===== src/hdl/fetch_defines.svh =====
`ifndef FETCH_DEFINES_SVH
`define FETCH_DEFINES_SVH

// ***************************************************************************
// buffer geometry
// ***************************************************************************

`define FETCH_DEPTH 8                        // entries, power of two.
`define FETCH_INDEX_W ($clog2(`FETCH_DEPTH))

// prefetching stops at this many buffered halfwords.
`define FETCH_LIMIT (2 * `FETCH_DEPTH - 2)

// ***************************************************************************
// data path
// ***************************************************************************

`define XLEN 32                              // address and word width.
`define FETCH_TAG_W (`XLEN - 2)              // word address.

`endif


===== src/hdl/mem_pkg.sv =====
`include "fetch_defines.svh"

package mem_pkg;

  // request from the fetch stage.
  typedef struct packed {
    logic valid;
    logic fence;                             // wipe the buffer.
    logic spec;                              // redirect the stream.
    logic [`XLEN-1:0] addr;
  } mem_req_t;

  // answer to the fetch stage.
  typedef struct packed {
    logic ready;
    logic error;
    logic [`XLEN-1:0] rdata;
  } mem_resp_t;

endpackage


===== src/hdl/fetch_pkg.sv =====
`include "fetch_defines.svh"

package fetch_pkg;

  // one buffered word, 64 bits.
  typedef struct packed {
    logic error;                             // bus error on fetch.
    logic valid;
    logic [`FETCH_TAG_W-1:0] tag;            // word address.
    logic [`XLEN-1:0] data;
  } fetch_entry_t;

  typedef enum logic [1:0] {
    st_idle,
    st_active,                               // sequential prefetch.
    st_drain,                                // wait out the fetch in flight.
    st_clear                                 // fence sweep.
  } fetch_state_t;

endpackage


===== src/hdl/fetch_ram_if.sv =====
`include "fetch_defines.svh"

interface fetch_ram_if #(
  parameter type entry_t = fetch_pkg::fetch_entry_t
);

  logic wen;
  logic [`FETCH_INDEX_W-1:0] waddr;
  entry_t wdata;
  logic [`FETCH_INDEX_W-1:0] raddr1;
  logic [`FETCH_INDEX_W-1:0] raddr2;
  entry_t rdata1;
  entry_t rdata2;

  modport writer (
    output wen, waddr, wdata
  );

  // wen and wdata feed the write bypass.
  modport reader (
    input wen, wdata, rdata1, rdata2,
    output raddr1, raddr2
  );

  modport store (
    input wen, waddr, wdata, raddr1, raddr2,
    output rdata1, rdata2
  );

endinterface


===== src/hdl/fetch_ram.sv =====
`include "fetch_defines.svh"

module fetch_ram #(
  parameter type entry_t = fetch_pkg::fetch_entry_t,
  parameter int depth = `FETCH_DEPTH
) (
  input logic clock,
  fetch_ram_if.store ram
);

  entry_t mem [depth] = '{default: '0};

  always_ff @(posedge clock) begin
    if (ram.wen) begin
      mem[ram.waddr] <= ram.wdata;
    end
  end

  // two asynchronous read ports.
  assign ram.rdata1 = mem[ram.raddr1];
  assign ram.rdata2 = mem[ram.raddr2];

endmodule


===== src/hdl/fetch_occupancy.sv =====
`include "fetch_defines.svh"

module fetch_occupancy (
  input logic clock,
  input logic reset,
  input logic refill,
  input logic clear,
  input logic [1:0] step,
  output logic full
);

  localparam int count_w = `FETCH_INDEX_W + 2;

  logic [count_w-1:0] count_q;
  logic [count_w-1:0] filled;
  logic [count_w-1:0] count_d;

  assign filled = refill ? count_q + count_w'(2) : count_q;   // one word in.

  always_comb begin
    count_d = filled;
    if (clear) begin
      count_d = '0;
    end else if (count_w'(step) <= filled) begin
      count_d = filled - count_w'(step);                      // halfwords out.
    end
  end

  always_ff @(posedge clock) begin
    if (reset) begin
      count_q <= '0;
    end else begin
      count_q <= count_d;
    end
  end

  assign full = (int'(count_q) >= `FETCH_LIMIT);

endmodule


===== src/hdl/fetch_ctrl.sv =====
`include "fetch_defines.svh"

module fetch_ctrl (
  input logic clock,
  input logic reset,
  input mem_pkg::mem_req_t req,
  input logic imem_ready,
  input logic imem_error,
  input logic [31:0] imem_rdata,
  input logic full,
  output logic imem_valid,
  output logic [31:0] imem_addr,
  output logic refill,
  output logic clear,
  fetch_ram_if.writer ram
);

  import fetch_pkg::*;

  fetch_state_t state_q;
  fetch_state_t state_d;
  logic [31:0] addr_q;
  logic [31:0] spec_addr_q;
  logic [31:0] spec_addr;
  logic [`FETCH_INDEX_W-1:0] sweep_q;
  logic fence_q;
  logic spec_q;
  logic busy_q;
  logic fence_pend;
  logic spec_pend;
  logic drain_done;
  logic sweep_last;
  logic spec_take;

  assign fence_pend = fence_q | (req.valid & req.fence);
  assign spec_pend = spec_q | (req.valid & req.spec);
  assign spec_addr = (req.valid & req.spec) ? req.addr : spec_addr_q;
  assign drain_done = imem_ready | ~busy_q;       // nothing left in flight.
  assign sweep_last = (int'(sweep_q) == `FETCH_DEPTH - 1);
  assign spec_take = (state_q == st_drain) & drain_done & ~fence_pend;

  // ***************************************************************************
  // next state and entry writes
  // ***************************************************************************

  always_comb begin
    state_d = state_q;
    ram.wen = 1'b0;
    ram.waddr = addr_q[`FETCH_INDEX_W+1:2];
    ram.wdata = '0;
    refill = 1'b0;
    clear = 1'b0;
    case (state_q)
      st_idle: begin
        state_d = st_active;
      end
      st_active: begin
        if (imem_ready) begin
          ram.wen = 1'b1;
          ram.wdata.error = imem_error;
          ram.wdata.valid = 1'b1;
          ram.wdata.tag = addr_q[31:2];
          ram.wdata.data = imem_rdata;
          refill = 1'b1;
        end
        if (fence_pend | spec_pend) begin
          state_d = st_drain;
        end
      end
      st_drain: begin
        if (drain_done) begin
          state_d = fence_pend ? st_clear : st_active;
          clear = ~fence_pend;                    // redirect empties the count.
        end
      end
      st_clear: begin
        ram.wen = 1'b1;                           // zero entry.
        ram.waddr = sweep_q;
        if (sweep_last) begin
          state_d = st_active;
          clear = 1'b1;
        end
      end
    endcase
  end

  always_ff @(posedge clock) begin
    if (reset) begin
      state_q <= st_idle;
      addr_q <= '0;
      sweep_q <= '0;
      fence_q <= 1'b0;
      spec_q <= 1'b0;
      busy_q <= 1'b0;
    end else begin
      state_q <= state_d;
      busy_q <= imem_valid;
      if (spec_take) begin
        addr_q <= {spec_addr[31:2], 2'b00};
      end else if (refill) begin
        addr_q <= addr_q + 32'd4;
      end
      if (state_q == st_clear) begin
        sweep_q <= sweep_q + 1'b1;                // wraps after the last index.
      end
      if (req.valid & req.fence) begin
        fence_q <= 1'b1;
      end else if (state_q == st_clear && sweep_last) begin
        fence_q <= 1'b0;
      end
      if (req.valid & req.spec) begin
        spec_q <= 1'b1;
      end else if (spec_take) begin
        spec_q <= 1'b0;
      end
    end
  end

  always_ff @(posedge clock) begin
    if (req.valid & req.spec) begin
      spec_addr_q <= req.addr;
    end
  end

  assign imem_valid = (state_q == st_active) & ~full & ~fence_pend & ~spec_pend;
  assign imem_addr = addr_q;

endmodule


===== src/hdl/fetch_align.sv =====
`include "fetch_defines.svh"

module fetch_align (
  input logic clock,
  input logic reset,
  input mem_pkg::mem_req_t req,
  fetch_ram_if.reader ram,
  output mem_pkg::mem_resp_t resp,
  output logic [1:0] step
);

  import fetch_pkg::*;

  logic [31:0] addr_q;
  logic have_q;
  logic served_q;
  logic fence_q;
  logic [31:0] addr;
  logic [31:0] addr_next;
  logic have;
  logic served;
  logic blocked;
  logic byp1;
  logic byp2;
  logic hit1;
  logic hit2;
  fetch_entry_t ent1;
  fetch_entry_t ent2;
  logic [31:0] rdata;
  logic error;
  logic ready;
  logic comp;

  assign addr = req.valid ? req.addr : addr_q;
  assign addr_next = addr + 32'd4;
  assign have = req.valid | have_q;
  assign served = ~req.valid & served_q;          // step counted once.
  // a fence waits for the first refill after the sweep.
  assign blocked = req.valid ? req.fence : (fence_q & ~(ram.wen & ram.wdata.valid));

  assign ram.raddr1 = addr[`FETCH_INDEX_W+1:2];
  assign ram.raddr2 = addr_next[`FETCH_INDEX_W+1:2];

  // ***************************************************************************
  // tag compare with write bypass
  // ***************************************************************************

  assign byp1 = ram.wen & ram.wdata.valid & (ram.wdata.tag == addr[31:2]);
  assign byp2 = ram.wen & ram.wdata.valid & (ram.wdata.tag == addr_next[31:2]);
  assign ent1 = byp1 ? ram.wdata : ram.rdata1;
  assign ent2 = byp2 ? ram.wdata : ram.rdata2;
  assign hit1 = byp1 | (ram.rdata1.valid & (ram.rdata1.tag == addr[31:2]));
  assign hit2 = byp2 | (ram.rdata2.valid & (ram.rdata2.tag == addr_next[31:2]));

  always_comb begin
    rdata = ent1.data;
    error = ent1.error;
    ready = hit1;
    if (addr[1]) begin
      rdata = {16'h0000, ent1.data[31:16]};     // upper half first.
      if (rdata[1:0] == 2'b11) begin
        rdata[31:16] = ent2.data[15:0];
        error = ent2.error;
        ready = hit1 & hit2;
      end
    end
    comp = (rdata[1:0] != 2'b11);
    if (comp) begin
      rdata[31:16] = 16'h0000;
    end
  end

  assign resp.ready = have & ~blocked & ready;
  assign resp.error = error;
  assign resp.rdata = rdata;
  assign step = (resp.ready & ~served) ? (comp ? 2'd1 : 2'd2) : 2'd0;

  always_ff @(posedge clock) begin
    if (reset) begin
      have_q <= 1'b0;
      served_q <= 1'b0;
      fence_q <= 1'b0;
    end else begin
      have_q <= have;
      served_q <= served | resp.ready;
      fence_q <= blocked;
    end
  end

  always_ff @(posedge clock) begin
    if (req.valid) begin
      addr_q <= req.addr;
    end
  end

endmodule


===== src/hdl/fetch_buffer.sv =====
module fetch_buffer (
  input logic clock,
  input logic reset,
  input logic req_valid,
  input logic req_fence,
  input logic req_spec,
  input logic [31:0] req_addr,
  output logic resp_ready,
  output logic resp_error,
  output logic [31:0] resp_rdata,
  output logic imem_valid,
  output logic [31:0] imem_addr,
  input logic imem_ready,
  input logic imem_error,
  input logic [31:0] imem_rdata
);

  import mem_pkg::*;

  mem_req_t req;
  mem_resp_t resp;
  logic refill;
  logic clear;
  logic full;
  logic [1:0] step;

  assign req = '{valid: req_valid, fence: req_fence, spec: req_spec, addr: req_addr};
  assign resp_ready = resp.ready;
  assign resp_error = resp.error;
  assign resp_rdata = resp.rdata;

  fetch_ram_if ram_bus ();

  fetch_ram ram0 (
    .clock (clock),
    .ram   (ram_bus.store)
  );

  fetch_occupancy occupancy0 (
    .clock  (clock),
    .reset  (reset),
    .refill (refill),
    .clear  (clear),
    .step   (step),
    .full   (full)
  );

  fetch_ctrl ctrl0 (
    .clock      (clock),
    .reset      (reset),
    .req        (req),
    .imem_ready (imem_ready),
    .imem_error (imem_error),
    .imem_rdata (imem_rdata),
    .full       (full),
    .imem_valid (imem_valid),
    .imem_addr  (imem_addr),
    .refill     (refill),
    .clear      (clear),
    .ram        (ram_bus.writer)
  );

  fetch_align align0 (
    .clock (clock),
    .reset (reset),
    .req   (req),
    .ram   (ram_bus.reader),
    .resp  (resp),
    .step  (step)
  );

endmodule


===== config.mk =====
export PLATFORM = sky130hd
export DESIGN_NAME = fetch_buffer
export DESIGN_NICKNAME = d
export VERILOG_FILES = /design/src/hdl/mem_pkg.sv /design/src/hdl/fetch_pkg.sv /design/src/hdl/fetch_ram_if.sv /design/src/hdl/fetch_ram.sv /design/src/hdl/fetch_occupancy.sv /design/src/hdl/fetch_ctrl.sv /design/src/hdl/fetch_align.sv /design/src/hdl/fetch_buffer.sv
export VERILOG_INCLUDE_DIRS = /design/src /design/src/hdl
export SDC_FILE = /design/constraint.sdc
export NUM_CORES = 1
export LEC_CHECK = 0
export BUFFER_PORTS_ARGS = -buffer_cell sky130_fd_sc_hd__buf_2
export CAP_MARGIN = 20
export CORE_MARGIN = 3
export CORE_UTILIZATION = 30
export CTS_BUF_LIST = sky130_fd_sc_hd__clkbuf_8
export DETAILED_ROUTE_END_ITERATION = 10
export GPL_ROUTABILITY_DRIVEN = 0
export PLACE_DENSITY = 0.54
export SETUP_SLACK_MARGIN = 0.3
export SLEW_MARGIN = 20
export SYNTH_ARGS = -nofsm -noshare
export SYNTH_HDL_FRONTEND = slang
export SYNTH_SLANG_ARGS = --single-unit

===== constraint.sdc =====
create_clock -name clock -period 13.5 [get_ports clock]
set_input_delay 3.375 -clock clock [delete_from_list [all_inputs] [get_ports clock]]
set_output_delay 3.375 -clock clock [all_outputs]
set_load 0.02 [all_outputs]

# == Word level (Yosys, flattened, before mapping) ==
# Memory sizes are Yosys's and may differ from the RTL's.
# Index checks and enable logic that the tools add are counted.
# word_totals
register_bits,112
memories,1
word_cells,115
ramBits,512
output_inout_bits,67
inputBits,71
# classes
bitwise,34
muxes,38
n_addsub,5
magnitude_cmp,2
n_eq_ne,13
n_reduce_logical,8
# mem_list
memory,depth,width,read_ports,rd_ports_with_merged_regs,wr,line,rtl
ram0.mem,8,64,2,0,1,fetch_ram.sv:11,entry_t mem [depth] = '{default: '0};
# op_table
op,n
two-way mux 64 bit,4
two-way mux 32 bit,5
== test 30 bit,4
"adder 32 x 3 -> 32 bit, second input constant",2
two-way mux 16 bit,2
bitwise AND 1 bit,18
two-way mux 1 bit,15
two-way mux 2 bit,6
two-way mux 5 bit,2
inverter 1 bit,8
bitwise OR 1 bit,8
case mux 2 bit (4 select lines),1
"== test 2 bit, second input constant",3
"inequality test 2 x 1 -> 1 bit, second input constant",3
nonzero test 2 bit,3
"adder 5 x 2 -> 5 bit, second input constant",1
">= comparator 5 x 4 -> 1 bit, second input constant",1
<= comparator 2 x 5 -> 1 bit,1
subtractor 5 x 2 -> 5 bit,1
case mux 1 bit (2 select lines),2
OR reduction 2 bit,2
"adder 3 x 1 -> 3 bit, second input constant",1
"== test 3 x 1 -> 1 bit, second input constant",1
two-way mux 3 bit,1
5 further kinds,5

# == Logic depth before layout (Yosys ltp) ==
# An unclocked memory read counts as a cell.
# logic_depth
depth_word,14
depth_mapped,31
mapped_depth_nobuf,20

# == Cells and area by module ==
# Synthesis repeated with hierarchy kept, for this count alone.
# hier_totals
cells_unflattened,2061
hier_area_um2,32250.9
# by_module_without_submodules
mod,area_per_inst_um2,instances,cells_each,seq_area_each_um2
fetch_ram,23098.4,1,979,15374.7
fetch_align,4655.7,1,571,680.7
fetch_ctrl,4042.6,1,456,1361.3
fetch_occupancy,454.2,1,55,100.1

# == Least setup slack after synthesis ==
# OpenSTA, ideal clock, no wires.
# synth_path
path_kind,input to output
start,input req_valid
end,output resp_rdata[30]
arrival_ns,8.734
t_required_ns,10.125
stages,24
setup_slack_ns,1.391
path_cell_list,buf_6 -> buf_8 -> mux2i_1 -> buf_4 -> inv_4 -> buf_2 -> buf_2 -> buf_2 -> buf_2 -> buf_2 -> buf_1 -> ha_1 -> clkbuf_1 -> nand2_1 -> o21ai_1 -> nand2_2 -> nor3_1 -> xnor3_1 -> or4_1 -> nor3b_1 -> and4_1 -> buf_6 -> a211oi_1 -> o32ai_1
# synth_via
elab_chain_len,8
word_cells_on_any_way,14
classes_between,1 x add/sub; 4 x eq/ne; 6 x mux; 2 x bitwise; 1 x memory
# synth_lines
item,line,rtl
from (decl),fetch_buffer.sv:4,"input logic req_valid,"
two-way mux 32 bit *,n/a,
net align0.addr[2],fetch_align.sv:18,logic [31:0] addr;
adder 32 x 3 -> 32 bit or == test 30 bit (tied branches),"fetch_align.sv:35, fetch_align.sv:48",
== test 30 bit or bitwise AND 1 bit (tied branches),"fetch_align.sv:49, fetch_align.sv:48",
bitwise AND 1 bit or two-way mux 64 bit (tied branches),"fetch_align.sv:49, fetch_align.sv:50",
two-way mux 64 bit or == test 2 bit (tied branches),"fetch_align.sv:51, fetch_align.sv:61",
two-way mux 16 bit,fetch_align.sv:61,if (rdata[1:0] == 2'b11) begin
two-way mux 32 bit *,fetch_align.sv:59,if (addr[1]) begin
two-way mux 16 bit *,fetch_align.sv:68,if (comp) begin
to (decl),fetch_buffer.sv:10,"output logic [31:0] resp_rdata,"
# Mark *: on every way through the listed nets, which the timed path passes. The rest lies on a longest branch.

# == Worst setup path after layout ==
# layout_path
start,input req_valid
end,output resp_rdata[19]
# layout_via
elab_chain_len,8
word_cells_on_any_way,14
classes_between,1 x add/sub; 4 x eq/ne; 6 x mux; 2 x bitwise; 1 x memory
# layout_lines
item,line
two-way mux 32 bit *,n/a
adder 32 x 3 -> 32 bit or == test 30 bit (tied branches),"fetch_align.sv:35, fetch_align.sv:48"
== test 30 bit or bitwise AND 1 bit (tied branches),"fetch_align.sv:49, fetch_align.sv:48"
bitwise AND 1 bit or two-way mux 64 bit (tied branches),"fetch_align.sv:49, fetch_align.sv:50"
two-way mux 64 bit or == test 2 bit (tied branches),"fetch_align.sv:51, fetch_align.sv:61"
two-way mux 16 bit,fetch_align.sv:61
two-way mux 32 bit *,fetch_align.sv:59
two-way mux 16 bit *,fetch_align.sv:68
# Mark *: on every way between the ends. The rest lies on a longest branch, timed or not.

==> run summary <==
The flow ran to the end, and the final reports show no timing, DRC or antenna violations. The number of I/O pins is roughly 140. The effective utilization at floorplan is 30.3%. The maximum clock frequency came out at 82.7 MHz. The total overflow left after global routing is 0. The count of unique library cells instantiated by Yosys came out at just under 90.

The classification of the worst setup path is primary input to output port. After synthesis, the mean cell area works out to 11.1 sq um. In this run the core area contains about 120 standard-cell rows. The final count of hold timing violations is 0. TritonCTS built the clock tree. The critical path goes through buf_4, mux2i_4, inv_8, ha_4, nand2_1, o21ai_1, nand2_2, nor3_1, xnor3_1, or4_1, nor3b_1, and4_1, buf_4, mux2i_1, o21ai_0, buf_2. The synthesis-to-finish area growth came out at 12.9%. Max-cap violations in this run came to 0.

The arrival time of data at the critical path endpoint came out at 8720 ps. No sink is reached through more buffers than the 3 on the longest clock path. The number of buffers inserted to repair setup after CTS came out at 0.

Summed over its instances, the top area cell type makes up between 40% and 50% of the synthesized netlist area. The area of the mapped netlist came out at roughly 32000 sq um. The number of sinks handled by clock tree synthesis came out at between 600 and 700. The aggregate negative setup slack came out at 0 ps. The kind of cell with the highest combined delay along the critical path is simple AND/OR/NAND/NOR gates.

The largest net degree at the start of global routing came out at about 140. Counting flops with a built-in enable in the synthesized netlist gives around 510. The proportion of synthesized chip area in sequential cells came out at a little under three fifths. The register bit count reported by yosys is ~620. Sorting the synthesized cells by how often they occur yields nand2_1 (569), edfxtp_1 (512), nand3_1 (220), mux2i_1 (142). The number of max-slew violations in the final report is 0. The most used flip-flop cell after synthesis is edfxtp_1. Tracing the worst setup path back leads to its startpoint at req_valid. In this run the worst path has a maximum fanout of 54. In the post-synthesis netlist, the cell with the most instances is nand2_1. The die area is roughly 110000 sq um.

The number of port buffers is 134. The net count reported at finish came out at between 3000 and 4000. The hold-fix buffer count after cts is 0. The final worst setup slack is 1410 ps. The total length of routed wires is 106000 um. For the worst setup path, the data required time is about 10000 ps.

The startpoint identified for the worst hold timing path is ctrl0.spec_q$_SDFFE_PP0P_. After clock tree synthesis, the clock-pin slew on the worst setup and hold paths is 60 ps. The clock network latency to the later pin of the worst-skew pair is 770 ps. Summing over every cut layer, the via total after detailed routing is 23900. For this design, the slowest cell found on the critical path is buf_4. The synthesized design spends more area on one cell type than any other, namely edfxtp_1. The detailed-routing iteration count for the pre-antenna-repair pass is 7. The worst setup path is captured at an output port. The number of routed nets with antenna violations came out at 0. The core outline area is a little over 100000 sq um. The number of buffer and inverter stages on the critical path is 4. In this run the vertical extent of the chip is ~330 um. The number of remaining DRC errors is 0. The final core utilization came out at between 30% and 40%. The slew at the pin closest to its max-slew limit came out at 1170 ps.

The startpoint kind of the worst setup timing path is a primary input. The final setup violation count came out at 0. The number of global-route vias before repair came out at approximately 23000. The delay of the slowest critical-path stage came out at 520 ps. In the finished design, the share of the clock period the worst path needs comes to between 80% and 90%. Counting I/O delays and the setup requirement, the final critical path takes around 12000 ps. For this run, the total global-route usage over all layers was measured as between 10% and 20%.

IR analysis of the VDD net gives a maximum drop of 0.0000761 V. Summed over all cells, the static leakage comes to about 0.013 uW. Counting flops with an async set or reset pin after synthesis yields a share of 0%. In the routed layout, each cell is associated on average with a via count of between 5 and 6.

The class of the tightest hold or removal check is register to register. The first global-routing pass estimated between 150000 and 200000 um of wire. The setup slack at placement came out at 1540 ps. The floorplan step set the die width to ~330 um. The post-cts sizing count is 0. The clock skew came out at between 40 and 50 ps. The total power density per cell area came out at ~130 nW/um^2. Among the stages of the critical path, the cell type that occurs most often is buf_4. The worst slew slack as a fraction of its limit came out at between 20% and 30%. In the post-synthesis netlist, the biggest area contributors are edfxtp_1 (49%), dfxtp_1 (6.8%), nand2_1 (6.8%), mux4_2 (4.9%), mux2i_1 (4.5%). The starting DRC count in detailed routing came out at approximately 2400.

The gate count after technology mapping is 2836. The share of final-layout standard cells stronger than drive strength 1 is between 10% and 20%. The final worst hold slack came out at 458 ps. The number of H-tree levels is 3. Setup repair after global routing left no endpoint under its margin. The initial antenna violation count was 4.

In this run the critical register-to-register path is launched from align0.addr_q[2]$_DFF_P_. The clock root buffer master is clkbuf_8. The routed wirelength normalized by instance count came out at ~24 um. The post-detailed-placement half-perimeter wirelength came out at 67700 um. The count of synthesis-stage warnings from yosys came out at 0. The TritonCTS buffer count is roughly 100.
==> worst paths after layout <==
path	depth (start not counted)	slack, ps	end
max	16	1410	resp_rdata[19]
min	2	460	ctrl0.spec_q$_SDFFE_PP0P_
max reg2reg	20	6890	occupancy0.count_q[2]$_SDFF_PP0_
min reg2reg	2	460	ctrl0.spec_q$_SDFFE_PP0P_
==> layout make-up <==
class / instances / area [sq um]
clock buffers: 107 / 1470
flip-flops and latches: 619 / 17500
diodes: 3 / 7.51
well taps: 1380 / 1730
repair buffers: 192 / 1160
inverters: 69 / 267
fillers: 10500 / 68400
clock inverters: 76 / 399
multi-input cells: 1960 / 13000
==> report_power, final <==
part | total (uW) | switching, uW | internal [uW]
Combinational | 929 | 617 | 312
Clock | 1560 | 802 | 759
Sequential | 2170 | 37.8 | 2130
==> worst reg2reg max path: cells and delay by family (launching register included) <==
kind	cells	cell delay [ps]
AND/OR/NAND/NOR	7	2010
XOR/XNOR	2	1200
buffers and inverters	4	1200
adder cells (fa/ha/maj)	2	660
multiplexers	2	590
AO/OA/AOI/OAI	3	550
flip-flops	1	310
==> registers in the layout (all words and copies together) (netlist names), 2 cells and up <==
name	flops
align0.addr_q	31
ctrl0.imem_addr	30
ram0.mem	512
occupancy0.count_q	5
ctrl0.state_q	2
ctrl0.sweep_q	3
ctrl0.spec_addr_q	30
==> placed cells by master, fill, tap and decap left out, types with 95 or more instances in the layout <==
cell | Yosys | routed
edfxtp_1 | 512 | 512
nand2_1 | 569 | 569
mux2i_1 | 142 | 140
buf_2 | 38 | 133
dfxtp_1 | 107 | 107
nor2_1 | 108 | 98
clkbuf_8 | 0 | 107
inv_1 | 62 | 95
nand3_1 | 220 | 220
xnor2_1 | 104 | 103
==> kinds of logic after synthesis <==
kind of cell / after synthesis / share of synthesized area [%]
XOR/XNOR: 134 / 3.90
other: 1 / 0.0119
flip-flops: 619 / 55.6
AND/OR/NAND/NOR: 1140 / 16.6
AO/OA/AOI/OAI: 423 / 9.01
adder cells (fa/ha/maj): 12 / 0.500
buffers and inverters: 258 / 3.56
multiplexers: 249 / 10.8
==> per-stage QoR <==
stage | area (sq um) | total power, uW | instances
after floorplan | 31500 | 2800 | 2837
after global placement | 33700 | 3120 | 4220
after detailed placement | 33700 | 3130 | 4220
after CTS | 35600 | 4680 | 4403
after global routing | 35600 | 4850 | 4404
final | 35600 | 4660 | 4406
==> per-layer routing <==
| layer | wire length (um) | vias up | global-route usage (%) |
|---|---|---|---|
| li1 | - | 10800 | - |
| met1 | 44800 | 11900 | 25.7 |
| met2 | 49600 | 1027 | 31.2 |
| met3 | 8640 | 209 | 3.73 |
| met4 | 3160 | 0 | 5.98 |
| met5 | 0 | - | 0 |
(Power assumes the default switching activity.)
